## config.mk

```make
export PLATFORM = sky130hd
export DESIGN_NAME = two_way
export DESIGN_NICKNAME = d
export VERILOG_FILES = /design/src/hw/cache_pkg.sv /design/src/hw/set_array_ram.sv /design/src/hw/two_way.sv
export SDC_FILE = /design/constraint.sdc
export NUM_CORES = 1
export LEC_CHECK = 0
export ABC_AREA = 1
export BUFFER_PORTS_ARGS = -buffer_cell sky130_fd_sc_hd__buf_2
export CORE_ASPECT_RATIO = 1.25
export CORE_MARGIN = 4
export CORE_UTILIZATION = 42
export DETAILED_ROUTE_END_ITERATION = 10
export PLACE_DENSITY_LB_ADDON = 0.05
export SLEW_MARGIN = 5
export SYNTH_ARGS = -nofsm -noshare
export SYNTH_HDL_FRONTEND = slang
export SYNTH_SLANG_ARGS = --single-unit
```

## constraint.sdc

```tcl
create_clock -name clk_i -period 10.15 [get_ports clk_i]
set_clock_uncertainty 0.1 [all_clocks]
set_input_delay 2.03 -clock clk_i [delete_from_list [all_inputs] [get_ports clk_i]]
set_output_delay 2.03 -clock clk_i [all_outputs]
set_load 0.005 [all_outputs]
```

## src/hw/cache_pkg.sv

```systemverilog
// cache package: shared widths, address layout, request and event types for the cache
`default_nettype none

package cache_pkg;

    localparam int ADDR_WIDTH = 16; // word address
    localparam int DATA_WIDTH = 32;
    localparam int SET_WIDTH  = 2;  // four sets
    localparam int TAG_WIDTH  = ADDR_WIDTH - SET_WIDTH;
    localparam int NUM_WAYS   = 2;
    localparam int CNT_WIDTH  = 16; // per event counter

    typedef logic [DATA_WIDTH-1:0] word_t;
    typedef logic [TAG_WIDTH-1:0]  tag_t;

    // one word per line, so the set index sits right at the bottom
    typedef struct packed {
        tag_t                 tag;
        logic [SET_WIDTH-1:0] set;
    } addr_t;

    // request from the cpu side
    typedef struct packed {
        logic  we;    // 1 = write
        addr_t addr;
        word_t wdata;
    } cpu_req_t;

    typedef struct packed {
        word_t rdata; // zero for writes
    } cpu_rsp_t;

    // request towards the backing memory
    typedef struct packed {
        logic  we;
        addr_t addr;
        word_t wdata;
    } mem_req_t;

    // register map
    typedef enum logic [1:0] {
        CTRL   = 2'd0, // bit 0 is bypass
        HITS   = 2'd1,
        MISSES = 2'd2,
        WBACKS = 2'd3
    } csr_addr_e;

    // single-cycle strobes, controller to register block
    typedef struct packed {
        logic hit;
        logic miss;
        logic writeback;
    } cache_evt_t;

endpackage

`default_nettype wire

```

## src/hw/set_array_ram.sv

```systemverilog
// set array RAM: single-port store indexed by set, registered read, payload type set per instance
`timescale 1ns/1ps
`default_nettype none

module set_array_ram #(
    parameter type entry_t     = logic [31:0],
    parameter int  DEPTH_WIDTH = 2
) (
    input  wire logic                   clk_i,
    input  wire logic                   we_i,
    input  wire logic [DEPTH_WIDTH-1:0] idx_i,
    input  wire entry_t                 wdata_i,
    output entry_t                      rdata_o
);

    localparam int DEPTH = 1 << DEPTH_WIDTH;

    // one entry per set, contents come up undefined
    entry_t mem [DEPTH];

    // write port
    always_ff @(posedge clk_i) begin
        if (we_i) begin
            mem[idx_i] <= wdata_i;
        end
    end

    // read port, one cycle latency
    // a read in the same cycle as a write to that entry
    // returns the old contents
    always_ff @(posedge clk_i) begin
        rdata_o <= mem[idx_i];
    end

endmodule

`default_nettype wire

```

## src/hw/two_way.sv

```systemverilog
// two-way cache controller: lookup, LRU, write allocate, write-back and refill sequencing
`timescale 1ns/1ps
`default_nettype none

module two_way #(
    parameter int SET_WIDTH = 2,
    parameter int TAG_WIDTH = 14
) (
    input  wire logic                 clk_i,
    input  wire logic                 reset_i,
    input  wire logic                 req_valid_i,
    input  wire cache_pkg::cpu_req_t  req_i,
    input  wire logic                 bypass_i,
    output logic                      rsp_valid_o,
    output cache_pkg::cpu_rsp_t       rsp_o,
    output logic                      mem_req_valid_o,
    output cache_pkg::mem_req_t       mem_req_o,
    input  wire logic                 mem_rsp_valid_i,
    input  wire cache_pkg::word_t     mem_rdata_i,
    output cache_pkg::cache_evt_t     evt_o
);

    localparam int NUM_SETS = 1 << SET_WIDTH;
    localparam int NUM_WAYS = cache_pkg::NUM_WAYS;

    typedef enum logic [2:0] {
        ST_IDLE,
        ST_LOOKUP,
        ST_WRITEBACK,
        ST_REFILL,
        ST_BYPASS
    } state_e;

    state_e                            state_q;
    cache_pkg::cpu_req_t               req_q; // held through the miss sequence
    logic [SET_WIDTH-1:0]              req_set;
    logic [TAG_WIDTH-1:0]              req_tag;
    logic [NUM_WAYS-1:0][NUM_SETS-1:0] valid_q;
    logic [NUM_WAYS-1:0][NUM_SETS-1:0] dirty_q;
    logic [NUM_SETS-1:0]               lru_q; // way to evict next

    logic [SET_WIDTH-1:0]              ram_idx;
    logic [NUM_WAYS-1:0]               tag_we;
    logic [NUM_WAYS-1:0]               data_we;
    cache_pkg::word_t                  data_wdata;
    cache_pkg::tag_t                   tag_rdata [NUM_WAYS];
    cache_pkg::word_t                  data_rdata [NUM_WAYS];

    logic [NUM_WAYS-1:0]               hit_way;
    logic                              hit;
    logic                              hit_idx;
    logic                              victim;
    logic                              victim_dirty;
    logic                              lookup_hit;
    logic                              lookup_miss;
    logic                              wb_done;
    logic                              refill_done;
    logic                              fill_write;
    logic                              fill;
    cache_pkg::word_t                  rsp_data_d;
    cache_pkg::mem_req_t               refill_req;

    assign req_set = req_q.addr.set;
    assign req_tag = req_q.addr.tag;
    // arrays are read with the incoming set while idle
    assign ram_idx = (state_q == ST_IDLE) ? req_i.addr.set : req_set;

    always_comb begin
        for (int w = 0; w < NUM_WAYS; w++) begin
            hit_way[w] = valid_q[w][req_set] && (tag_rdata[w] == req_tag);
        end
    end

    assign hit          = |hit_way;
    assign hit_idx      = hit_way[1];
    assign victim       = lru_q[req_set]; // stable until the fill updates LRU
    assign victim_dirty = valid_q[victim][req_set] && dirty_q[victim][req_set];

    assign lookup_hit  = (state_q == ST_LOOKUP) && hit;
    assign lookup_miss = (state_q == ST_LOOKUP) && !hit;
    assign wb_done     = (state_q == ST_WRITEBACK) && mem_rsp_valid_i;
    assign refill_done = (state_q == ST_REFILL) && mem_rsp_valid_i;
    // write miss allocates straight from the request data
    assign fill_write  = req_q.we && ((lookup_miss && !victim_dirty) || wb_done);
    assign fill        = fill_write || refill_done;

    always_comb begin
        for (int w = 0; w < NUM_WAYS; w++) begin
            tag_we[w]  = fill && (victim == 1'(w));
            data_we[w] = tag_we[w] || (lookup_hit && req_q.we && hit_way[w]);
        end
    end

    assign data_wdata = refill_done ? mem_rdata_i : req_q.wdata;
    assign refill_req = '{we: 1'b0, addr: req_q.addr, wdata: '0};

    for (genvar w = 0; w < NUM_WAYS; w++) begin : g_way
        set_array_ram #(
            .entry_t    (cache_pkg::tag_t),
            .DEPTH_WIDTH(SET_WIDTH)
        ) u_tag_ram (
            .clk_i  (clk_i),
            .we_i   (tag_we[w]),
            .idx_i  (ram_idx),
            .wdata_i(req_tag),
            .rdata_o(tag_rdata[w])
        );

        set_array_ram #(
            .entry_t    (cache_pkg::word_t),
            .DEPTH_WIDTH(SET_WIDTH)
        ) u_data_ram (
            .clk_i  (clk_i),
            .we_i   (data_we[w]),
            .idx_i  (ram_idx),
            .wdata_i(data_wdata),
            .rdata_o(data_rdata[w])
        );
    end

    always_comb begin
        rsp_data_d = '0; // writes answer with zero
        if (!req_q.we) begin
            rsp_data_d = lookup_hit ? data_rdata[hit_idx] : mem_rdata_i;
        end
    end

    always_ff @(posedge clk_i) begin
        if (reset_i) begin
            state_q         <= ST_IDLE;
            valid_q         <= '0;
            dirty_q         <= '0;
            lru_q           <= '0;
            rsp_valid_o     <= 1'b0;
            mem_req_valid_o <= 1'b0;
        end else begin
            rsp_valid_o     <= 1'b0;
            mem_req_valid_o <= 1'b0;
            case (state_q)
                ST_IDLE: begin
                    if (req_valid_i) begin
                        req_q <= req_i;
                        if (bypass_i) begin
                            mem_req_valid_o <= 1'b1;
                            mem_req_o <= '{we: req_i.we, addr: req_i.addr, wdata: req_i.wdata};
                            state_q <= ST_BYPASS;
                        end else begin
                            state_q <= ST_LOOKUP;
                        end
                    end
                end
                ST_LOOKUP: begin
                    if (hit) begin
                        lru_q[req_set] <= !hit_idx;
                        if (req_q.we) begin
                            dirty_q[hit_idx][req_set] <= 1'b1;
                        end
                        state_q <= ST_IDLE;
                    end else if (victim_dirty) begin
                        // victim goes back to memory first
                        mem_req_valid_o <= 1'b1;
                        mem_req_o <= '{we:    1'b1,
                                       addr:  '{tag: tag_rdata[victim], set: req_set},
                                       wdata: data_rdata[victim]};
                        state_q <= ST_WRITEBACK;
                    end else if (req_q.we) begin
                        state_q <= ST_IDLE;
                    end else begin
                        mem_req_valid_o <= 1'b1;
                        mem_req_o       <= refill_req;
                        state_q         <= ST_REFILL;
                    end
                end
                ST_WRITEBACK: begin
                    if (mem_rsp_valid_i) begin
                        if (req_q.we) begin
                            state_q <= ST_IDLE;
                        end else begin
                            mem_req_valid_o <= 1'b1;
                            mem_req_o       <= refill_req;
                            state_q         <= ST_REFILL;
                        end
                    end
                end
                ST_REFILL, ST_BYPASS: begin
                    if (mem_rsp_valid_i) begin
                        state_q <= ST_IDLE;
                    end
                end
                default: state_q <= ST_IDLE;
            endcase

            if (fill) begin
                valid_q[victim][req_set] <= 1'b1;
                dirty_q[victim][req_set] <= req_q.we; // written lines are dirty
                lru_q[req_set]           <= !victim;
            end
            if (lookup_hit || fill || (state_q == ST_BYPASS && mem_rsp_valid_i)) begin
                rsp_valid_o <= 1'b1;
                rsp_o.rdata <= rsp_data_d;
            end
        end
    end

    assign evt_o = '{hit: lookup_hit, miss: lookup_miss, writeback: wb_done};

    // one request in flight, the requester waits for the response
    a_no_req_busy: assert property (@(posedge clk_i) disable iff (reset_i)
        req_valid_i |-> state_q == ST_IDLE);

    a_one_evt: assert property (@(posedge clk_i) disable iff (reset_i)
        $onehot0(evt_o));

    // a line is never allocated twice in one set
    a_unique_tag: assert property (@(posedge clk_i) disable iff (reset_i)
        (state_q == ST_LOOKUP) && valid_q[0][req_set] && valid_q[1][req_set]
        |-> tag_rdata[0] != tag_rdata[1]);

endmodule

`default_nettype wire

```

After elaboration in Yosys (flattened, before gate mapping). Memory sizes are Yosys's and may differ from the RTL's. A register that Yosys moved wholly into a read port is not among the register bits. Index checks and enable logic that the tools add are counted.

Multiplexer cells: 75. Magnitude comparators: 8. Reductions and logical operators: 36. Bitwise gates (word level): 6. Eq/ne operators: 11.

Operators by type and width (count): $mux 49 (6); $mux 32 (8); $pmux 49 s3 (1); $mux 14 (3); $mux 4 (10); $mux 8 (5); $eq 14x14->1 (2); $mux 1 (21); $logic_and 1x1->1 (18); $or 8x8->8 (2); $mux 3 (4); $pmux 3 s4 (1); $bmux 1 s2 (5); $ne 2x2->1 const B (5); $bwmux 4 (2); $bwmux 8 (1); $demux 4 s1 (2); $mux 2 (4); $eq 3x2->1 const B (2); $logic_or 1x1->1 (6); $reduce_and 3->1 (2); $reduce_and 6->1 (1); $ge 2x2->1 const B (2); $logic_not 1->1 (4); other kinds (14) (19).

Bits of input ports: 86. Memories: 4. Output and inout bits: 86. Bits in writable memories: 368. Flip-flop bits (word level): 155.

Memory list: g_way[0].u_data_ram.mem (depth 4, width 32, read ports 1, clocked after memory_dff 1, write ports 1, RTL line set_array_ram.sv:19) `entry_t mem [DEPTH];`; g_way[1].u_data_ram.mem (depth 4, width 32, read ports 1, clocked after memory_dff 1, write ports 1, RTL line set_array_ram.sv:19); g_way[0].u_tag_ram.mem (depth 4, width 14, read ports 1, clocked after memory_dff 1, write ports 1, RTL line set_array_ram.sv:19); g_way[1].u_tag_ram.mem (depth 4, width 14, read ports 1, clocked after memory_dff 1, write ports 1, RTL line set_array_ram.sv:19).

Longest topological paths before layout. Gate-level depths: netlist of run 1.

Word-level depth: 16. Mapped depth: 18. Depth with buffers taken out: 17.

Modules after synthesis. A second synthesis of run 1 with hierarchy kept.

Cells, all modules: 2597. Area, all modules: 25971.2 µm².

By module, submodules not included: set_array_ram (g_way[0].u_data_ram ...) (cells each 476, area each 5713.0 µm², instances 2, sequential area each 4484.3 µm²); two_way (cells each 1221, area each 9365.2 µm², instances 1, sequential area each 4404.2 µm²); set_array_ram (g_way[1].u_tag_ram) (cells each 212, area each 2626.3 µm², instances 1, sequential area each 1961.9 µm²); set_array_ram (g_way[0].u_tag_ram) (cells each 212, area each 2553.7 µm², instances 1, sequential area each 1961.9 µm²).

Worst setup path before layout of run 1. Ideal clock, no wire load.

Path kind: input to register. Start: in reset_i. End: reg mem_req_o[0] (netlist bit), enable pin. Buffers on the path: 1. Arrival time: 5727 ps. Setup slack: 3806 ps. Cell stages on the path: 4. Cells stage by stage: clkbuf_1 -> inv_1 -> nand3_1 -> nor3_1.

Word-level cells in the longest chain between the ends: 2.

Ends and longest elaborated chain: from (decl) (RTL line two_way.sv:10) `input wire logic reset_i,`; $not 1->1 (no source line); $reduce_and 6->1 (no source line); to (signal assigned) (RTL line two_way.sv:145) `mem_req_o <= '{we: req_i.we, addr: req_i.addr, wdata: req_i.wdata};`; to (signal assigned) (RTL line two_way.sv:162) `mem_req_o <= '{we: 1'b1,`; to (signal assigned) (RTL line two_way.sv:170) `mem_req_o <= refill_req;`; to (decl) (RTL line two_way.sv:17) `output cache_pkg::mem_req_t mem_req_o,`.

Every way passes these cells. A chain may end at the register's enable or synchronous reset.

==> results of run 1 <==
==> placed cells by master, fill, tap and decap left out, types with 10 or more instances in the layout <==
cell       count
edfxtp_1     498
nand2_1      445
nand3_1      341
buf_2        171
dfxtp_1      117
nor2_1       113
o21ai_0      105
inv_1         97
a22oi_1       92
clkbuf_16     62
o211ai_1      47
buf_4         35
a31oi_1       33
a21oi_1       21
clkinv_1      12
inv_2         11
clkbuf_1      10
clkinv_2      10
==> critical path, stage by stage, from the launching register on <==
cell and delay, ns:
edfxtp_1 0.73, inv_2 0.19, nor2_2 0.27, nand2_1 0.08, nand2_1 0.08, nor2_1 0.08
inv_1 0.07, nand3_1 0.11, inv_2 0.81, o21a_1 0.21, buf_2 0.13
==> per-layer routing <==
metal | vias to the layer above | part of all wire (%)
met5 | - | 0
met4 | 0 | 3.5
met3 | 129 | 5.6
met2 | 581 | 50
met1 | 8590 | 41
li1 | 8006 | -
==> state kept, by name, summed over array words and instances, names as in the netlist, 3 cells and up <==
register	cells
g_way.u_tag_ram.rdata_o	28
dirty_q	8
state_q	3
g_way.u_data_ram.mem	256
g_way.u_tag_ram.mem	112
req_tag	14
rsp_o	32
valid_q	8
lru_q	4
req_q	33
g_way.u_data_ram.rdata_o	64
mem_req_o	49
==> final cells by class <==
class	instances	share of cell area (%)
clock inverters	39	1.082
clock buffers	75	5.776
inverters	110	1.472
well taps	757	3.356
flip-flops and latches	615	61.28
multi-input cells	1296	23.07
repair buffers	206	3.963
==> how the worst max path moves through the flow <==
stage / startpoint / to / slack (ns)
2_1_floorplan: reset_i / mem_req_o[0] / 3.81
3_3_place_gp: req_i[33] / g_way[0].u_data_ram.mem[3][27] / 4.41
3_5_place_dp: req_i[33] / g_way[0].u_data_ram.mem[3][26] / 4.35
4_1_cts: req_set[0] / evt_o[2] / 4.61
5_1_grt: req_set[0] / evt_o[2] / 4.43
6_report: req_set[0] / evt_o[2] / 4.61
==> cells by family after synthesis <==
family / after synthesis / share of synthesized area (%)
flip-flops: 615 / 70.15
XOR/XNOR: 8 / 0.2841
AO/OA/AOI/OAI: 342 / 8.845
multiplexers: 3 / 0.1218
buffers and inverters: 246 / 4.009
AND/OR/NAND/NOR: 943 / 16.59
==> power breakdown <==
part | total (mW) | switching (mW) | leakage [nW] | internal (mW)
Sequential | 3.05 | 0.117 | 5.49 | 2.93
Clock | 2.19 | 0.986 | 0.943 | 1.20
Combinational | 0.820 | 0.572 | 4.05 | 0.247
==> synth_stat cells (10+ instances only) <==
master / count
nand3_1: 341
nor2_1: 115
inv_1: 101
o21ai_1: 10
buf_2: 28
nor3_1: 10
dfxtp_1: 117
a21oi_1: 25
nand2_1: 446
o211ai_1: 47
o21ai_0: 108
edfxtp_1: 498
a31oi_1: 33
a22oi_1: 92
clkbuf_1: 93
==> metrics by stage <==
stage          utilization [%]  setup slack, ns  cells  instance area, µm²  power, mW
6_report                 48.48            4.608   3098               28220      6.055
5_1_grt                  48.48            4.432   3098               28220      6.329
4_1_cts                  48.48            4.612   3098               28220      6.119
3_5_place_dp             45.15            4.348   2984               26290      3.923
3_3_place_gp             45.15            4.412   2984               26290      3.917
2_1_floorplan                -            3.806   2157               24660      3.596
==> results.md, run 1 <==
* R2R cell count at 19
* DR pass1 iterations at 5
* Slew Limit Fails at 0
* Mapped Nets at 2243
* Final Wtd Congestion at 0.8322
* Cell accounting for the most synthesized area: edfxtp_1
* Root buf cell: clkbuf_16
* CTS tree: yes
* All-Layer GR Usage at 22.45%
* Syn-to-layout area delta at 14.47%
* # setup viols final at 0
* Final hold violation count at 0
* Met1 GRT Util at 28.68%
* First-pass GRT wire length at 107200 µm
* Synthesis-stage register bit count at 615
* Clk slew on worst S/H paths at 0.07 ns
* Hold wc startpoint: g_way[0].u_data_ram.mem[0][3]
* Drc violations at 0
* Power density over the cells at 214.5 mW/mm²
* Post-synth top area share at 60.65%
* Avg WL per Cell at 23.14 µm
* CTS resizes at 0
* Worst hold slack at 0.3547 ns
* Req. time, crit path at 8.02 ns
* Synthesized area per cell at 11.43 µm²
* Port Buf Inserts at 171
* Starting Density at 42.35%
* Worst skew pair latency at 0.63 ns
* Die Y at 278.9 µm
* Setup crit end kind: output pin
* Reg2Reg Setup Slack at 4.82 ns
* Seq/Total Area, Yosys at 70.15%
* Status: finished, final reports clean
* Setup TNS at 0 ns
* Placement row count at 99
* CORE AREA at 0.05822 mm²
* Reg2reg end: g_way[0].u_data_ram.mem[0][26]
* Actual slew at the worst max-slew pin at 1.100 ns
* Period utilisation layout at 54.61%
* Ant diodes at 0
* Post-Syn Instances at 2157
* RSZ-0062 raised after global routing: no
* Cts hold-fix bufs at 0
* Fin crit period at 5.542 ns
* Min-Delay Endpoint: g_way[0].u_data_ram.rdata_o[3]
* Post-Syn Area at 0.02466 mm²
* Ys async rst share at 0%
* Clock sinks at 615
* Worst hold path type: reg -> reg
* Slew headroom at 26.57%
* Fill count at 5291
* Critical path startpoint category: register
* Number of buffers created by CTS at 61
* Starting DRT DRC Count at 1431
* Pleak at 10.49 nW
* Final HPWL DP at 42580 µm
* Die width at 224.7 µm
* Final ANT Viol Nets at 0
* Share of cells above drive strength 1 at 15.25%
* Gr busiest metal: met2
* Met2 usage at 39.17%
* WHS Path Cells at 2
* Pin count of the biggest net entering global routing at 92
* Io pins at 172
* Number of flops mapped to enable cells by yosys at 498
* Top FF cell, synth: edfxtp_1
* Drt total wl at 71690 µm
* Initial antenna violation count at 0
* Reg area at 0.01730 mm²
* Gr ovfl total at 0
* Vias per cell at 5.586
* Setup bufs post-CTS at 0
* Bufs on Longest Clock Path at 3
* Worst setup path class: reg -> out
* Max-cap viol count at 0
* Synth cell types at 40
* CTS H-tree lvls at 2
* Die area at 0.06267 mm²
* Max VDD drop at 0.1562 mV
* R2R Path Start: req_set[0]
* Nets at 2376
* Worst Path Max Fanout at 37
* Vias in the first global route at 17200
* Synth Warn # at 0
* Vias at 17306
* Met3 GRT Util at 3.144%
* Footprint of the multi-input gates at 0.006510 mm²
* Top post-synthesis cells by area: edfxtp_1 (61%), dfxtp_1 (9.5%), nand3_1 (6.9%)
* Critical Path AT at 3.41 ns
* FMAX at 180.4 MHz
No activity file was read; power rests on OpenSTA's default activity.
==> inputs of run 2 (changes only) <==
--- a/config.mk
+++ b/config.mk
@@ -5,7 +5,7 @@
 export SDC_FILE = /design/constraint.sdc
 export NUM_CORES = 1
 export LEC_CHECK = 0
-export ABC_AREA = 1
+export ABC_AREA = 0
 export BUFFER_PORTS_ARGS = -buffer_cell sky130_fd_sc_hd__buf_2
 export CORE_ASPECT_RATIO = 1.25
 export CORE_MARGIN = 4
==> constraint.sdc (replaced) <==
create_clock -name clk_i -period 5.33 [get_ports clk_i]
set_clock_uncertainty 0.1 [all_clocks]
set_input_delay 1.066 -clock clk_i [delete_from_list [all_inputs] [get_ports clk_i]]
set_output_delay 1.066 -clock clk_i [all_outputs]
set_load 0.005 [all_outputs]
==> run 2 against run 1 <==
Net effect:
- area after synthesis down 2.7%
- wire length shrank 14%
- utilization rose by 0.85 points
==> results.md, run 2 <==
* Worst hold slack at 0.3781 ns (was 0.3547 ns)
* Die width at 221.8 µm (was 224.7 µm)
* Clk slew on worst S/H paths at 0.07 ns (about the same)
* Commonest cells post-synth: edfxtp_1 (498), dfxtp_1 (117), nor2_1 (106) (was edfxtp_1 (498), nand2_1 (446), nand3_1 (341))
* Pleak at 9.514 nW (was 10.49 nW)
* Bufs on Longest Clock Path at 3 (unchanged)
* Tot Pwr at 10.56 mW (was 6.055 mW)
* Worst setup path class: reg -> out (unchanged)
* Adder-cell share of the synthesized area at 0% (unchanged)
* Max reg flops at 256 (unchanged)
* Largest register by flop count: g_way.u_data_ram.mem (unchanged)
* Critical Path AT at 3.29 ns (was 3.41 ns)
* Number of buffers created by CTS at 60 (was 61)
* Final Wtd Congestion at 0.7821 (was 0.8322)
* Synthesized area per cell at 17.18 µm² (was 11.43 µm²)
* Syn-to-layout area delta at 15.77% (was 14.47%)
* Starting DRT DRC Count at 1023 (was 1431)
* Period utilisation layout at 83.68%
* Mapped Nets at 1483 (was 2243)
* Req. time, crit path at 4.16 ns (was 8.02 ns)
* Post-Syn Area at 0.02400 mm² (was 0.02466 mm²)
* RSZ-0062 raised after global routing: no (unchanged)
* Top post-synthesis cells by area: edfxtp_1 (62%), dfxtp_1 (9.8%), mux4_2 (9.0%) (was edfxtp_1 (61%), dfxtp_1 (9.5%), nand3_1 (6.9%))
* FMAX at 224.2 MHz
* Vias per cell at 5.582 (was 5.586)
* Die area at 0.06104 mm² (was 0.06267 mm²)
* Count leader, synth: edfxtp_1 (unchanged)
* Seq/Total Area, Yosys at 72.08% (was 70.15%)
* Simple-gate share of the synthesized area at 4.145% (was 16.59%)
* Io pins at 172 (unchanged)
* Synth Warn # at 0 (unchanged)
* Post-synthesis mux area share at 14.77% (was 0.1218%)
* Setup bufs post-CTS at 0 (unchanged)
* CTS tree: yes (unchanged)
* Final HPWL DP at 37810 µm (was 42580 µm)
* Setup TNS at 0 ns (unchanged)
* Status: finished, final reports clean (unchanged)
* Slew Limit Fails at 0 (unchanged)
* Synth Area in XOR/XNOR at 1.059% (was 0.2842%)
* Synth cell types at 53 (was 40)
* Post-synth top area share at 62.32% (was 60.65%)
* Share of cells above drive strength 1 at 29.18% (was 15.25%)
* Top FF cell, synth: edfxtp_1 (unchanged)
* Cts hold-fix bufs at 0 (unchanged)
* Post-Layout Inst Area at 0.02778 mm² (was 0.02822 mm²)
* CTS resizes at 0 (unchanged)
* Commonest non-fill, non-tap cell in the layout: edfxtp_1 (unchanged)
* DR pass1 iterations at 7 (was 5)
* Placement row count at 97 (was 99)
* Final ANT Viol Nets at 0 (unchanged)
* Post-Syn Instances at 1397 (was 2157)
* Final hold violation count at 0 (unchanged)
* Reg2Reg Setup Slack at 1.26 ns (was 4.82 ns)
* Worst hold path type: reg -> reg (unchanged)
* Die Y at 275.2 µm (was 278.9 µm)
* Reg2reg end: g_way[1].u_data_ram.mem[2][12] (was g_way[0].u_data_ram.mem[0][26])
* Setup WS post-layout at 0.8698 ns (was 4.608 ns)
* Synthesis-stage register bit count at 615 (unchanged)
* R2R Path Start: req_set[0] (unchanged)
* Actual slew at the worst max-slew pin at 1.143 ns (was 1.100 ns)
* # setup viols final at 0 (unchanged)
* Port Buf Inserts at 171 (unchanged)
* First-pass GRT wire length at 91850 µm (was 107200 µm)
* Avg WL per Cell at 26.21 µm (was 23.14 µm)
* Worst slack, placed at 1.207 ns (was 4.348 ns)
* Initial antenna violation count at 0 (unchanged)
* Slew headroom at 23.65% (was 26.57%)
* Starting Density at 42.61% (was 42.35%)
* Max-cap viol count at 0 (unchanged)
* Setup crit end kind: output pin (unchanged)
* Max VDD drop at 0.2520 mV (was 0.1562 mV)
* Nets at 1656 (was 2376)
* Critical Path Sink: evt_o[2] (unchanged)
* Worst skew pair latency at 0.63 ns (about the same)
* Ys async rst share at 0% (unchanged)
* All-Layer GR Usage at 19.96% (was 22.45%)
* Critical path startpoint category: register (unchanged)
* Largest family of logic cells by synthesized area: multiplexers (was simple AND/OR/NAND/NOR gates)
* Cell accounting for the most synthesized area: edfxtp_1 (unchanged)
* Power density over the cells at 380.3 mW/mm² (was 214.5 mW/mm²)
* Ant diodes at 0 (unchanged)
* Compound-Gate Fraction of Synth Area at 6.043% (was 8.845%)
* R2R cell count at 5 (was 19)
* Gr ovfl total at 0 (unchanged)
* Vias at 13190 (was 17306)
* Biggest regs: g_way.u_data_ram.mem: 256 flops, g_way.u_tag_ram.mem: 112 flops, g_way.u_data_ram.rdata_o: 64 flops (unchanged)
* Clock sinks at 615 (unchanged)
* Fin crit period at 4.460 ns
* Drt total wl at 61930 µm (was 71690 µm)
* CTS H-tree lvls at 2 (unchanged)
* Root buf cell: clkbuf_16 (unchanged)
* CP startpoint: req_tag[13] (was req_set[0])
* Vias in the first global route at 13882 (was 17200)
* DP Area at 0.02575 mm² (was 0.02629 mm²)
* Pin count of the biggest net entering global routing at 70 (was 92)
* Number of flops mapped to enable cells by yosys at 498 (unchanged)
* Drc violations at 0 (unchanged)
* CORE AREA at 0.05631 mm² (was 0.05822 mm²)
* Worst Path Max Fanout at 11 (was 37)
* Commonest non-fill, non-tap cells in the layout: edfxtp_1 (498), buf_2 (171), dfxtp_1 (117), nor2_1 (97), mux4_2 (95) (was edfxtp_1 (498), nand2_1 (445), nand3_1 (341), buf_2 (171), dfxtp_1 (117))
run 2: changes by cell type in the layout (fill, tap and decap cells not counted), moves of 15 or more:
cell,before,now
nand2_1,445,44
nand3_1,341,7
mux4_2,0,95
a22oi_1,92,0
inv_1,97,7
mux2i_1,3,84
o21ai_0,105,48
mux2_2,0,46
o211ai_1,47,1
a211oi_1,0,34
a32oi_1,0,33
xor2_1,4,22
nor2_1,113,97
o221ai_1,2,17
run 2: cell families (layout without fill, tap and decap cells):
family / count (synthesis) / count (layout)
flops: 615 / 615
buf+inv: 102 / 326
mux: 228 / 228
simple gates: 213 / 213
xor+xnor: 29 / 29
compound gates: 210 / 210
run 2: through the flow:
stage	util [%]	instances
after global placement	45.73	2250
after global routing	49.33	2363
after detailed placement	45.73	2250
after floorplan	-	1397
after CTS	49.33	2363
final	49.33	2363
run 2: area by class of cell:
cell class	count	area (µm²)
multi-input combinational	680	6370
tap	742	928.4
fill	4830	28530
clock inverter	34	362.8
clock buffer	79	1664
inverter	7	26.28
sequential	615	17300
timing repair buffer	206	1131
run 2: worst min path at each step:
stage	startpoint	endpoint	slack, ns	cells after the start
2_1_floorplan	dirty_q[4]	dirty_q[4]	0.35	2
3_3_place_gp	dirty_q[4]	dirty_q[4]	0.36	2
3_5_place_dp	dirty_q[4]	dirty_q[4]	0.37	2
4_1_cts	dirty_q[4]	dirty_q[4]	0.38	2
5_1_grt	dirty_q[2]	dirty_q[2]	0.40	2
6_report	dirty_q[6]	dirty_q[6]	0.38	2
run 2: power breakdown:
group | total [mW] | leakage (nW) | switching [mW] | internal [mW]
logic | 0.727 | 3.02 | 0.416 | 0.312
clock network | 4.37 | 1.00 | 1.84 | 2.54
registers | 5.47 | 5.50 | 0.108 | 5.36
run 2: layer usage:
| layer | up-vias | GRT usage, % | routed length, µm |
|---|---|---|---|
| met3 | 87 | 3.010 | 2635 |
| met2 | 323 | 36.50 | 32730 |
| li1 | 5915 | - | - |
| met1 | 6865 | 25.33 | 25310 |
| met5 | - | 0 | 0 |
| met4 | 0 | 4.506 | 1264 |
run 2: worst max-delay path, stage by stage (launching register included):
cell and delay, ns:
edfxtp_1 0.57, xor2_1 0.23, nor4_1 0.57, nand4_1 0.60, a21oi_4 0.50, buf_2 0.20
==> inputs of run 3 (changes only) <==
--- a/config.mk
+++ b/config.mk
@@ -5,7 +5,7 @@
 export SDC_FILE = /design/constraint.sdc
 export NUM_CORES = 1
 export LEC_CHECK = 0
-export ABC_AREA = 0
+export ABC_AREA = 1
 export BUFFER_PORTS_ARGS = -buffer_cell sky130_fd_sc_hd__buf_2
 export CORE_ASPECT_RATIO = 1.25
 export CORE_MARGIN = 4
==> constraint.sdc (replaced) <==
create_clock -name clk_i -period 4.2 [get_ports clk_i]
set_clock_uncertainty 0.1 [all_clocks]
set_input_delay 0.84 -clock clk_i [delete_from_list [all_inputs] [get_ports clk_i]]
set_output_delay 0.84 -clock clk_i [all_outputs]
set_load 0.005 [all_outputs]
==> run 3 against run 2 <==
Net effect:
- total power is 42% higher
- clock power is 27% higher
- design area is 2.9% higher
- die area is 2.7% higher
- first-iteration DRC count is 61% higher
- clock-buffer cell count is 12 higher
- global-route usage is 3.6 points higher
- wire length is 21% higher
- non-clock buffer count is 22 higher
- critical path type is now reg -> reg
- critical endpoint is now g_way[0].u_data_ram.mem[3][10]
- largest power group unchanged
==> results.md, run 3 (synthesized netlist as in run 1, its figures left out) <==
* Combinational Power Share at 13.7% (was 6.9%)
* Drc violations at 0 (unchanged)
* Nets at 2403 (was 1656)
* Critical path's top delay family: simple AND/OR/NAND/NOR gates (unchanged)
* Worst slack, placed at 0.4954 ns (was 1.207 ns)
* Root buf cell: clkbuf_16 (unchanged)
* FMAX at 267.3 MHz
* Worst Path Max Fanout at 24 (was 11)
* Fin crit period at 3.741 ns
* Die Y at 278.9 µm (was 275.2 µm)
* Critical-path cell list: inv_2 > nand3_1 > nand2_1 > nor2_1 > nor2_1 > nand3_2 > nand2_1 > nor2_2 > nand2_1 > nand2_2 > nand2_4 > nand2_4 > nand2_1 > a21oi_4 > buf_4 (was xor2_1 > nor4_1 > nand4_1 > a21oi_4 > buf_2)
* Status: finished, final reports clean (unchanged)
* Tot Pwr at 14.97 mW (was 10.56 mW)
* Final hold violation count at 0 (unchanged)
* NetSw at 4.066 mW (was 2.360 mW)
* Worst setup path class: reg -> reg (was reg -> out)
* Number of buffers created by CTS at 66 (was 60)
* Bufs on Longest Clock Path at 3 (unchanged)
* Commonest non-fill, non-tap cell in the layout: edfxtp_1 (unchanged)
* Final core occ at 49.08% (was 49.33%)
* Footprint of the multi-input gates at 0.006518 mm² (was 0.006370 mm²)
* Avg WL per Cell at 23.90 µm (was 26.21 µm)
* Cts hold-fix bufs at 0 (unchanged)
* Slew headroom at 33.46% (was 23.65%)
* CTS tree: yes (unchanged)
* Port Buf Inserts at 171 (unchanged)
* CTS H-tree lvls at 3 (was 2)
* Req. time, crit path at 4.33 ns (was 4.16 ns)
* Max VDD drop at 0.4126 mV (was 0.2520 mV)
* Io pins at 172 (unchanged)
* Slew Limit Fails at 0 (unchanged)
* Starting DRT DRC Count at 1646 (was 1023)
* All-Layer GR Usage at 23.57% (was 19.96%)
* Setup TNS at 0 ns (unchanged)
* Power density over the cells at 524.0 mW/mm² (was 380.3 mW/mm²)
* Starting Density at 42.35% (was 42.61%)
* Vias per cell at 5.600 (was 5.582)
* Die width at 224.7 µm (was 221.8 µm)
* # setup viols final at 0 (unchanged)
* Max-cap viol count at 0 (unchanged)
* Die area at 0.06267 mm² (was 0.06104 mm²)
* Share of cells above drive strength 1 at 15.79% (was 29.18%)
* Period utilisation layout at 89.08%
* Fill count at 5293 (was 4830)
* Clock sinks at 615 (unchanged)
* Critical Path Max Stage Delay at 0.75 ns (was 0.60 ns)
* Syn-to-layout area delta at 15.90% (was 15.77%)
* WP buf/inv at 2 (was 1)
* Critical path startpoint category: register (unchanged)
* Final ANT Viol Nets at 0 (unchanged)
* Final Wtd Congestion at 0.8991 (was 0.7821)
* Pin count of the biggest net entering global routing at 159 (was 70)
* Actual slew at the worst max-slew pin at 0.9981 ns (was 1.143 ns)
* Slowest-stage cell, CP: edfxtp_1 (was nand4_1)
* First-pass GRT wire length at 111700 µm (was 91850 µm)
* Clock share of power at 37.1% (was 41.4%)
* Final HPWL DP at 46240 µm (was 37810 µm)
* Placement row count at 99 (was 97)
* Worst hold path type: in -> reg (was reg -> reg)
* Largest register by flop count: g_way.u_data_ram.mem (unchanged)
* Power share of the sequential group at 49.2% (was 51.7%)
* Biggest regs: g_way.u_data_ram.mem: 256 flops, g_way.u_tag_ram.mem: 112 flops, g_way.u_data_ram.rdata_o: 64 flops (unchanged)
* Worst skew pair latency at 0.59 ns (was 0.63 ns)
* CORE AREA at 0.05822 mm² (was 0.05631 mm²)
* Vias in the first global route at 17596 (was 13882)
* Critical Path AT at 3.87 ns (was 3.29 ns)
* Worst hold slack at 0.3388 ns (was 0.3781 ns)
* CP most frequent cell: nand2_1
* Sw Ratio at 27.15% (was 22.34%)
* Max reg flops at 256 (unchanged)
* Setup bufs post-CTS at 0 (unchanged)
* Pleak at 10.69 nW (was 9.514 nW)
* Commonest non-fill, non-tap cells in the layout: edfxtp_1 (498), nand2_1 (445), nand3_1 (341), buf_2 (171), dfxtp_1 (117) (was edfxtp_1 (498), buf_2 (171), dfxtp_1 (117), nor2_1 (97), mux4_2 (95))
* CTS resizes at 0 (unchanged)
* Vias at 17505 (was 13190)
* Int Power at 10.91 mW (was 8.204 mW)
* Clk slew on worst S/H paths at 0.07 ns (about the same)
* RSZ-0062 raised after global routing: no (unchanged)
* DR pass1 iterations at 5 (was 7)
* Initial antenna violation count at 1 (was 0)
* Drt total wl at 74710 µm (was 61930 µm)
* Setup crit end kind: register (was output pin)
* Setup WS post-layout at 0.4587 ns (was 0.8698 ns)
* Reg area at 0.01730 mm² (unchanged)
* Gr ovfl total at 0 (unchanged)
## run 3: changes by cell type in the layout (fill, tap and decap cells not counted), moves of 18 or more
cell,change
mux2i_1,-81
o21ai_0,+57
a32oi_1,-33
nand2_1,+401
a22oi_1,+92
mux2_2,-46
o211ai_1,+46
inv_1,+90
xor2_1,-18
a211oi_1,-34
mux4_2,-95
nand3_1,+334
## run 3: worst paths after layout
| kind | startpoint | endpoint | slack, ns | depth (start not counted) |
|---|---|---|---|---|
| max | req_set[0] | g_way[0].u_data_ram.mem[3][10] | 0.46 | 15 |
| min | req_i[22] | req_q[22] | 0.34 | 1 |
| max reg2reg | req_set[0] | g_way[0].u_data_ram.mem[3][10] | 0.46 | 15 |
| min reg2reg | g_way[1].u_tag_ram.mem[0][9] | g_way[1].u_tag_ram.rdata_o[9] | 0.36 | 2 |
## run 3: area by class of cell
cell class / instances / area share [%]
Sequential cell: 615 / 60.53
Inverter: 110 / 1.454
Clock buffer: 91 / 6.471
Tap cell: 757 / 3.314
Antenna cell: 1 / 0.008757
Clock inverter: 28 / 0.6611
Timing Repair Buffer: 228 / 4.755
Multi-Input combinational cell: 1296 / 22.81
## run 3: per-stage QoR
stage	std cells	cell area, µm²
after floorplan	2157	24670
after global placement	3006	26540
after detailed placement	3006	26540
after CTS	3125	28570
after global routing	3126	28580
final	3126	28580
## run 3: power by group through the flow
stage	Sequential, mW	Combinational, mW	Clock [mW]
finish	7.37	2.05	5.56
global placement	7.49	2.05	0
detailed placement	7.49	2.06	0
floorplan	7.39	1.30	0
CTS	7.37	2.07	5.69
global route	7.41	2.28	5.96
## run 3: routing by layer
| layer | vias up | track usage, % | part of all wire (%) |
|---|---|---|---|
| met4 | 0 | 7.762 | 2.8 |
| met1 | 8723 | 30.29 | 41 |
| met5 | - | 0 | 0 |
| met3 | 133 | 3.544 | 5.7 |
| li1 | 8046 | - | - |
| met2 | 603 | 41.10 | 50 |
